$ cat src/hw/pipe_ctrl_pkg.sv
// ========================================
// pipeline control shared types
// ========================================
`default_nettype none

package pipe_ctrl_pkg;

    typedef logic [31:0] word_t;   // pc or address
    typedef logic [3:0]  cause_t;  // mcause code without the interrupt flag
    typedef logic [8:0]  exc_vec_t; // one flag per exception source

    localparam word_t RESET_PC    = 32'h0000_1000; // first fetch address
    localparam word_t TRAP_VECTOR = 32'h0000_0100; // single handler entry

    // exc_vec_t bit positions, bit 0 wins
    localparam int unsigned EXC_FAULT_INSN = 0;
    localparam int unsigned EXC_MAL_INSN   = 1;
    localparam int unsigned EXC_ILLEGAL    = 2;
    localparam int unsigned EXC_BREAK      = 3;
    localparam int unsigned EXC_MAL_L      = 4;
    localparam int unsigned EXC_FAULT_L    = 5;
    localparam int unsigned EXC_MAL_S      = 6;
    localparam int unsigned EXC_FAULT_S    = 7;
    localparam int unsigned EXC_ENV        = 8;

    // standard risc-v exception codes
    localparam cause_t CAUSE_MAL_INSN   = 4'd0;
    localparam cause_t CAUSE_FAULT_INSN = 4'd1;
    localparam cause_t CAUSE_ILLEGAL    = 4'd2;
    localparam cause_t CAUSE_BREAK      = 4'd3;
    localparam cause_t CAUSE_MAL_L      = 4'd4;
    localparam cause_t CAUSE_FAULT_L    = 4'd5;
    localparam cause_t CAUSE_MAL_S      = 4'd6;
    localparam cause_t CAUSE_FAULT_S    = 4'd7;
    localparam cause_t CAUSE_ENV        = 4'd11; // ecall from machine mode

    // no room for the interrupt flag in 4 bits
    // so a reserved code marks an interrupt entry
    localparam cause_t CAUSE_INTR = 4'hf;

endpackage

`default_nettype wire

$ cat src/hw/hazard_unit.sv
// ========================================
// pipeline hazard unit
// ========================================
`timescale 1ns/10ps
`default_nettype none

module hazard_unit (
    input  logic                  dren,          // load in memory stage
    input  logic                  dwen,          // store in memory stage
    input  logic                  d_mem_busy,
    input  logic                  i_mem_busy,
    input  logic                  jump,
    input  logic                  branch,
    input  logic                  mispredict,
    input  logic                  ex_busy,       // multi-cycle op in execute
    input  logic                  halt,
    input  logic                  fence_stall,
    input  logic                  ifence,
    input  logic                  mret,
    input  logic                  intr_pending,  // already gated by mie
    input  logic                  insert_pc,     // trap unit redirect
    input  logic                  valid_e,
    input  logic                  valid_m,
    input  pipe_ctrl_pkg::exc_vec_t exc_flags,
    input  pipe_ctrl_pkg::word_t  pc_f,
    input  pipe_ctrl_pkg::word_t  pc_e,
    input  pipe_ctrl_pkg::word_t  pc_m,
    output logic                  pc_en,
    output logic                  npc_sel,
    output logic                  if_ex_stall,
    output logic                  if_ex_flush,
    output logic                  ex_mem_stall,
    output logic                  ex_mem_flush,
    output logic                  suppress_iren,
    output logic                  suppress_data,
    output logic                  exception,
    output logic                  intr_take,
    output pipe_ctrl_pkg::word_t  epc
);

    logic wait_for_imem;
    logic wait_for_dmem;
    logic branch_jump;
    logic flush_hazard; // control hazard from trap, return or fence

    assign branch_jump = jump || (branch && mispredict);
    assign npc_sel     = branch_jump; // fall through is pc + 4

    // exceptions win over interrupts in the same cycle
    assign exception = |exc_flags;
    assign intr_take = intr_pending && !exception;

    // no point waiting on a fetch or data access that is about to be thrown away
    assign suppress_iren = branch_jump || flush_hazard || insert_pc;
    assign suppress_data = exception; // keep a faulting access off the bus

    assign wait_for_imem = i_mem_busy && !suppress_iren;
    assign wait_for_dmem = (dren || dwen) && d_mem_busy && !suppress_data;

    // an interrupt lets a pending data access finish first
    assign flush_hazard = exception
                       || (intr_take && !wait_for_dmem)
                       || mret
                       || (ifence && !fence_stall); // refetch after the fence drains

    // memory side stalls freeze the whole pipe
    assign ex_mem_stall = wait_for_dmem || fence_stall || halt;

    // a busy execute stage gives way to a redirect
    assign if_ex_stall = ex_mem_stall
                      || fence_stall
                      || (ex_busy && !flush_hazard && !branch_jump);

    assign if_ex_flush = flush_hazard
                      || branch_jump
                      || (wait_for_imem && !ex_mem_stall); // bubble while fetch lags

    // bubble into memory while execute holds its instruction
    assign ex_mem_flush = flush_hazard || (if_ex_stall && !ex_mem_stall);

    // pc moves when fetch can hand off or when something forces a redirect
    assign pc_en = (!if_ex_stall && !wait_for_imem)
                || branch_jump
                || flush_hazard
                || insert_pc
                || mret;

    // oldest valid instruction owns the trap
    // a plain interrupt lets the memory stage instruction retire
    assign epc = (valid_m && (!intr_take || branch_jump)) ? pc_m :
                 (valid_e ? pc_e : pc_f);

    always_comb begin
        assert (!(ex_mem_stall && ex_mem_flush))
            else $error("ex_mem stall and flush both high");
    end

endmodule

`default_nettype wire

$ cat src/hw/pipe_ctrl_top.sv
// ========================================
// pipeline control top
// ========================================
`timescale 1ns/10ps
`default_nettype none

module pipe_ctrl_top (
    input  logic                    CLK,
    input  logic                    rst,
    input  logic                    dren,
    input  logic                    dwen,
    input  logic                    d_mem_busy,
    input  logic                    i_mem_busy,
    input  logic                    jump,
    input  logic                    branch,
    input  logic                    mispredict,
    input  pipe_ctrl_pkg::word_t    branch_target,
    input  logic                    ex_busy,
    input  logic                    halt,
    input  logic                    fence_stall,
    input  logic                    ifence,
    input  pipe_ctrl_pkg::exc_vec_t exc_flags,
    input  logic                    intr_req,
    input  logic                    mret,
    output pipe_ctrl_pkg::word_t    pc_f,
    output pipe_ctrl_pkg::word_t    pc_e,
    output pipe_ctrl_pkg::word_t    pc_m,
    output logic                    valid_e,
    output logic                    valid_m,
    output logic                    if_ex_stall,
    output logic                    if_ex_flush,
    output logic                    ex_mem_stall,
    output logic                    ex_mem_flush,
    output logic                    suppress_iren,
    output logic                    suppress_data,
    output pipe_ctrl_pkg::word_t    mepc,
    output pipe_ctrl_pkg::cause_t   mcause
);
    import pipe_ctrl_pkg::*;

    logic  pc_en;
    logic  npc_sel;
    logic  exception;
    logic  intr_take;
    logic  intr_pending;
    logic  insert_pc;
    word_t epc;
    word_t priv_pc;    // trap vector or return address

    hazard_unit u_hazard (
        .dren          (dren),
        .dwen          (dwen),
        .d_mem_busy    (d_mem_busy),
        .i_mem_busy    (i_mem_busy),
        .jump          (jump),
        .branch        (branch),
        .mispredict    (mispredict),
        .ex_busy       (ex_busy),
        .halt          (halt),
        .fence_stall   (fence_stall),
        .ifence        (ifence),
        .mret          (mret),
        .intr_pending  (intr_pending),
        .insert_pc     (insert_pc),
        .valid_e       (valid_e),
        .valid_m       (valid_m),
        .exc_flags     (exc_flags),
        .pc_f          (pc_f),
        .pc_e          (pc_e),
        .pc_m          (pc_m),
        .pc_en         (pc_en),
        .npc_sel       (npc_sel),
        .if_ex_stall   (if_ex_stall),
        .if_ex_flush   (if_ex_flush),
        .ex_mem_stall  (ex_mem_stall),
        .ex_mem_flush  (ex_mem_flush),
        .suppress_iren (suppress_iren),
        .suppress_data (suppress_data),
        .exception     (exception),
        .intr_take     (intr_take),
        .epc           (epc)
    );

    trap_unit u_trap (
        .CLK          (CLK),
        .rst          (rst),
        .exception    (exception),
        .intr_take    (intr_take),
        .intr_req     (intr_req),
        .mret         (mret),
        .exc_flags    (exc_flags),
        .epc          (epc),
        .intr_pending (intr_pending),
        .insert_pc    (insert_pc),
        .priv_pc      (priv_pc),
        .mepc         (mepc),
        .mcause       (mcause)
    );

    stage_pc_track u_track (
        .CLK           (CLK),
        .rst           (rst),
        .pc_en         (pc_en),
        .npc_sel       (npc_sel),
        .insert_pc     (insert_pc),
        .if_ex_stall   (if_ex_stall),
        .if_ex_flush   (if_ex_flush),
        .ex_mem_stall  (ex_mem_stall),
        .ex_mem_flush  (ex_mem_flush),
        .branch_target (branch_target),
        .priv_pc       (priv_pc),
        .pc_f          (pc_f),
        .pc_e          (pc_e),
        .pc_m          (pc_m),
        .valid_e       (valid_e),
        .valid_m       (valid_m)
    );

endmodule

`default_nettype wire

$ cat src/hw/stage_pc_track.sv
// ========================================
// stage pc tracker
// ========================================
`timescale 1ns/10ps
`default_nettype none

module stage_pc_track (
    input  logic                 CLK,
    input  logic                 rst,
    input  logic                 pc_en,
    input  logic                 npc_sel,       // take branch_target
    input  logic                 insert_pc,     // take priv_pc, beats npc_sel
    input  logic                 if_ex_stall,
    input  logic                 if_ex_flush,
    input  logic                 ex_mem_stall,
    input  logic                 ex_mem_flush,
    input  pipe_ctrl_pkg::word_t branch_target,
    input  pipe_ctrl_pkg::word_t priv_pc,
    output pipe_ctrl_pkg::word_t pc_f,
    output pipe_ctrl_pkg::word_t pc_e,
    output pipe_ctrl_pkg::word_t pc_m,
    output logic                 valid_e,
    output logic                 valid_m
);
    import pipe_ctrl_pkg::*;

    // index 0 is execute, index 1 is memory
    word_t      pc_q     [2];
    word_t      pc_in    [2];
    logic [1:0] valid_q;
    logic [1:0] valid_in;
    logic [1:0] stall;
    logic [1:0] flush;
    word_t      pc_next;

    assign pc_next = insert_pc ? priv_pc :
                     npc_sel   ? branch_target :
                                 pc_f + 32'd4;

    // fetch pc only moves when the hazard unit allows it
    always_ff @(posedge CLK) begin
        if (rst)
            pc_f <= RESET_PC;
        else if (pc_en)
            pc_f <= pc_next;
    end

    // fetch always hands over a live instruction
    assign pc_in[0]    = pc_f;
    assign valid_in[0] = 1'b1;
    assign pc_in[1]    = pc_q[0];
    assign valid_in[1] = valid_q[0];

    assign stall = {ex_mem_stall, if_ex_stall};
    assign flush = {ex_mem_flush, if_ex_flush};

    // same boundary logic for both stages
    always_ff @(posedge CLK) begin
        for (int i = 0; i < 2; i++) begin
            if (rst) begin
                valid_q[i] <= 1'b0;
                pc_q[i]    <= '0;
            end else begin
                if (flush[i])
                    valid_q[i] <= 1'b0;        // bubble wins over hold
                else if (!stall[i])
                    valid_q[i] <= valid_in[i];
                if (!stall[i])
                    pc_q[i] <= pc_in[i];       // pc of a bubble is don't care
            end
        end
    end

    assign pc_e    = pc_q[0];
    assign pc_m    = pc_q[1];
    assign valid_e = valid_q[0];
    assign valid_m = valid_q[1];

endmodule

`default_nettype wire

$ cat src/hw/trap_unit.sv
// ========================================
// trap and return unit
// ========================================
`timescale 1ns/10ps
`default_nettype none

module trap_unit (
    input  logic                    CLK,
    input  logic                    rst,
    input  logic                    exception,    // any exception flag this cycle
    input  logic                    intr_take,
    input  logic                    intr_req,     // raw request from the core
    input  logic                    mret,
    input  pipe_ctrl_pkg::exc_vec_t exc_flags,
    input  pipe_ctrl_pkg::word_t    epc,          // chosen by the hazard unit
    output logic                    intr_pending,
    output logic                    insert_pc,
    output pipe_ctrl_pkg::word_t    priv_pc,
    output pipe_ctrl_pkg::word_t    mepc,
    output pipe_ctrl_pkg::cause_t   mcause
);
    import pipe_ctrl_pkg::*;

    logic   mie;        // global interrupt enable
    logic   mpie;       // enable saved across a trap
    logic   trap;
    cause_t trap_cause;

    assign intr_pending = intr_req && mie;
    assign trap         = exception || intr_take;

    // redirect goes out in the same cycle as the trap
    assign insert_pc = trap || mret;
    assign priv_pc   = mret ? mepc : TRAP_VECTOR;

    // lowest flag wins
    always_comb begin
        trap_cause = CAUSE_INTR; // nothing flagged means interrupt
        if (exc_flags[EXC_FAULT_INSN])
            trap_cause = CAUSE_FAULT_INSN;
        else if (exc_flags[EXC_MAL_INSN])
            trap_cause = CAUSE_MAL_INSN;
        else if (exc_flags[EXC_ILLEGAL])
            trap_cause = CAUSE_ILLEGAL;
        else if (exc_flags[EXC_BREAK])
            trap_cause = CAUSE_BREAK;
        else if (exc_flags[EXC_MAL_L])
            trap_cause = CAUSE_MAL_L;
        else if (exc_flags[EXC_FAULT_L])
            trap_cause = CAUSE_FAULT_L;
        else if (exc_flags[EXC_MAL_S])
            trap_cause = CAUSE_MAL_S;
        else if (exc_flags[EXC_FAULT_S])
            trap_cause = CAUSE_FAULT_S;
        else if (exc_flags[EXC_ENV])
            trap_cause = CAUSE_ENV;
    end

    always_ff @(posedge CLK) begin
        if (rst) begin
            mepc   <= '0;
            mcause <= '0;
            mie    <= 1'b1; // interrupts on out of reset
            mpie   <= 1'b1;
        end else if (trap) begin
            mepc   <= epc;
            mcause <= trap_cause;
            mpie   <= mie;
            mie    <= 1'b0; // no nesting until mret
        end else if (mret) begin
            mie    <= mpie;
            mpie   <= 1'b1;
        end
    end

    // a returning instruction cannot also fault in the same cycle
    property p_mret_not_with_exception;
        @(posedge CLK) disable iff (rst)
        !(mret && exception);
    endproperty
    a_mret_not_with_exception: assert property (p_mret_not_with_exception)
        else $error("mret together with exception");

endmodule

`default_nettype wire

$ cat config.mk
export PLATFORM = sky130hd
export DESIGN_NAME = pipe_ctrl_top
export DESIGN_NICKNAME = d
export VERILOG_FILES = /design/src/hw/pipe_ctrl_pkg.sv /design/src/hw/hazard_unit.sv /design/src/hw/pipe_ctrl_top.sv /design/src/hw/stage_pc_track.sv /design/src/hw/trap_unit.sv
export SDC_FILE = /design/constraint.sdc
export NUM_CORES = 1
export LEC_CHECK = 0
export BUFFER_PORTS_ARGS = -buffer_cell sky130_fd_sc_hd__buf_2
export CAP_MARGIN = 25
export CORE_MARGIN = 5
export CORE_UTILIZATION = 53
export DETAILED_ROUTE_END_ITERATION = 10
export PLACE_DENSITY = 0.83
export REMOVE_ABC_BUFFERS = 1
export SYNTH_ARGS = -nofsm -noshare
export SYNTH_HDL_FRONTEND = slang
export SYNTH_HIERARCHICAL = 1
export SYNTH_SLANG_ARGS = --single-unit
$ cat constraint.sdc
create_clock -name CLK -period 3.1 [get_ports CLK]
set_input_delay 0.155 -clock CLK [delete_from_list [all_inputs] [get_ports CLK]]
set_output_delay 0.155 -clock CLK [all_outputs]
set_load 0.02 [all_outputs]
==> results.sh <==
export IMPL_yosys_warnings=6
export IMPL_nFillCells=1068
export IMPL_clock_sinks=136
export IMPL_core_um2=13300
export IMPL_cts_max_level=4
export IMPL_cts_resized=0
export IMPL_slew_violations=0
export IMPL_placementRows=42
export IMPL_critical_path_required_ns=3.39
export IMPL_ff_latch_area_um2=3360
export IMPL_min_path_cells=3
export IMPL_layout_commonest_cell="buf_2"
export IMPL_num_vias=6545
export IMPL_grt_max_degree=42
export IMPL_synth_cell_type_count=73
export IMPL_cap_violations=0
export IMPL_status="complete, no violations"
export IMPL_synth_async_reset_ratio=0
export IMPL_worst_pin_slew_ns=0.982
export IMPL_r2r_cells=9
export IMPL_worst_setup_path_end_kind="register"
export IMPL_syn_to_final_growth_pct=23.8
export IMPL_fin_area_um2=8940
export IMPL_power_density_nw_per_um2=478
export IMPL_grt_pass1_vias=6387
export IMPL_synth_compound_area_frac=0.153
export IMPL_fin_crit_ns=2.62
export IMPL_setup_tns_ns=0
export IMPL_gr_total_overflow=0
export IMPL_clock_fmax_ghz=0.382
export IMPL_startpoint_type="input port"
export IMPL_whs_endpoint="u_track/pc_f[19]"
export IMPL_dp_hpwl_mm=14.7
export IMPL_globalRouteTotalUtil=0.263
export IMPL_wl_mm=21.5
export IMPL_clock_skew_ns=0.00834
export IMPL_postCtsSetupBuffers=0
export IMPL_finalNetCount=979
export IMPL_synth_top_family_by_area="simple AND/OR/NAND/NOR gates"
export IMPL_avgSynthCellArea_um2=9.82
export IMPL_hold_viol=0
export IMPL_hold_path_startpoint="branch_target[19]"
export IMPL_clk_pin_slew_ns=0.06
export IMPL_p_leak_nw=3.82
export IMPL_synth_edff_count=64
export IMPL_cts_root_buf="clkbuf_16"
export IMPL_drt_initial_drc_count=558
export IMPL_drt_first_pass_iters=6
export IMPL_critPathMaxFanout=38
export IMPL_place_port_buffers=195
export IMPL_ys_seq_area_frac=0.466
export IMPL_ir_drop_v=0.000294
export IMPL_regToRegSetupSlack_ns=0.63
export IMPL_r2r_start="u_trap/mie"
export IMPL_cts_buffers=17
export IMPL_synthFlopType="dfxtp_1"
export IMPL_setup_violations=0
export IMPL_rsz0062_at_grt="no"
export IMPL_drc=0
export IMPL_crit_arrival_ns=2.91
export IMPL_ant_nets=0
export IMPL_postCtsHoldBufs=0
export IMPL_cts_tree="done"
export IMPL_worstSkewPairLatency_ns=0.42
export IMPL_drive_above_1_share=0.369
export IMPL_rr_endpoint="u_track/pc_f[16]"
export IMPL_initial_utilization=0.543
export IMPL_post_route_period_util=0.845
export IMPL_synthMuxAreaShare=0.111
export IMPL_routabilityCongestion=0.879
export IMPL_relSlewSlack=0.346
export IMPL_ys_ff_latch=136
export IMPL_antenna_found_initial=1
export IMPL_crit_type="in -> reg"
export IMPL_min_path_type="in -> reg"
export IMPL_crit_path_start="exc_flags[4]"
export IMPL_postPlaceCellArea_um2=8330
export IMPL_vias_per_cell=5.89
export IMPL_ctsLongestPathBuffers=2
export IMPL_total_power_mw=4.27
export IMPL_wl_per_cell_um=19.3
export IMPL_grt_pass1_wl_mm=33.6
export IMPL_synth_xor_area_share=0
export IMPL_synthAdderAreaFrac=0.00173
export IMPL_multiInputGateArea_um2=3510
export IMPL_io_pins=196
export IMPL_dieArea_um2=16100
export IMPL_synth_simple_area_share=0.219
export IMPL_layout_common_cells="195 x buf_2, 93 x and2_1, 92 x nand2_1, 71 x dfxtp_1"
export IMPL_die_h_um=127
export IMPL_syn_area_um2=7220
export IMPL_die_w_um=127
export IMPL_synth_cells=735
Yosys cell counts, drive strengths merged, types with 7 or more instances:
cell type,number,area [µm²]
edfxtp,64,1920
nor2,42,165
o21ai,25,129
mux2i,8,80.1
nand3,10,60.1
o22ai,9,56.3
clkbuf,28,105
buf,25,201
dfxtp,72,1440
nor3,19,95.1
a221oi,7,61.3
inv,13,48.8
mux2,64,721
a22oi,17,128
nand2,94,353
and2,94,589
a21oi,49,245
nand4,9,62.6
through the flow:
stage / setup slack (ns) / util / hold WS [ns] / instances
final: 0.481 / 0.672 / 0.0341 / 1112
after global routing: 0.345 / 0.672 / 0.0638 / 1112
after CTS: 0.366 / 0.671 / 0.0200 / 1110
after detailed placement: -0.0450 / 0.627 / 0.440 / 1078
after global placement: 0.0124 / 0.626 / 0.437 / 1077
after floorplan: -1.10 / - / 0.224 / 682
cells by family (layout without fill, tap and decap cells):
family,after synthesis,after routing
simple gates,297,297
fa+ha+maj,1,1
other cells,0,1
mux,72,72
compound gates,162,162
buf+inv,67,267
flops,136,136
cell type report:
cell class / instances / area share
multi-input combinational: 532 / 0.393
sequential: 136 / 0.377
timing repair buffer: 221 / 0.134
clock buffer: 18 / 0.0480
tap: 176 / 0.0246
clock inverter: 14 / 0.0176
inverter: 14 / 0.00588
antenna: 1 / 0.000280
worst max-delay path: stages:
cell      delay (ns)
buf_2           0.12
or4_4           0.54
nor4_4          0.26
buf_4           0.18
and2_1          0.20
or3_1           0.17
buf_4           0.12
buf_4           0.37
nor2_1          0.07
buf_4           0.20
o21ai_0         0.09
a21oi_1         0.09
a221oi_1        0.24
nor3_1          0.08
state kept, by name, indices dropped and copies added (netlist names):
register and cells:
u_track/pc_f 32, u_track/pc_q 64, u_track/valid_q 2, u_trap/mcause 4
u_trap/mepc 32, u_trap/mie 1, u_trap/mpie 1
power breakdown:
part           internal (mW)  switching, mW  total [mW]
Clock                   1.25          0.764        2.02
Sequential              1.93         0.0332        1.97
Combinational         0.0949          0.193       0.288
Total                   3.28          0.991        4.27
metal layers:
layer  global-route usage  wire length, µm  vias up  share of wire
met4               0.0814              388        0          0.018
met2                0.430            10200      337           0.47
li1                     -                -     3050              -
met1                0.342             8990     3119           0.42
met3               0.0710             1930       39          0.090
met5                    0                0        -              0
worst max path at each step:
stage	to
finish	u_track/pc_f[8]
global route	u_track/pc_f[8]
CTS	u_track/pc_f[16]
detailed placement	u_track/pc_f[16]
global placement	u_track/pc_f[24]
floorplan	u_track/pc_f[19]
Power figures use the tool's default switching activity.
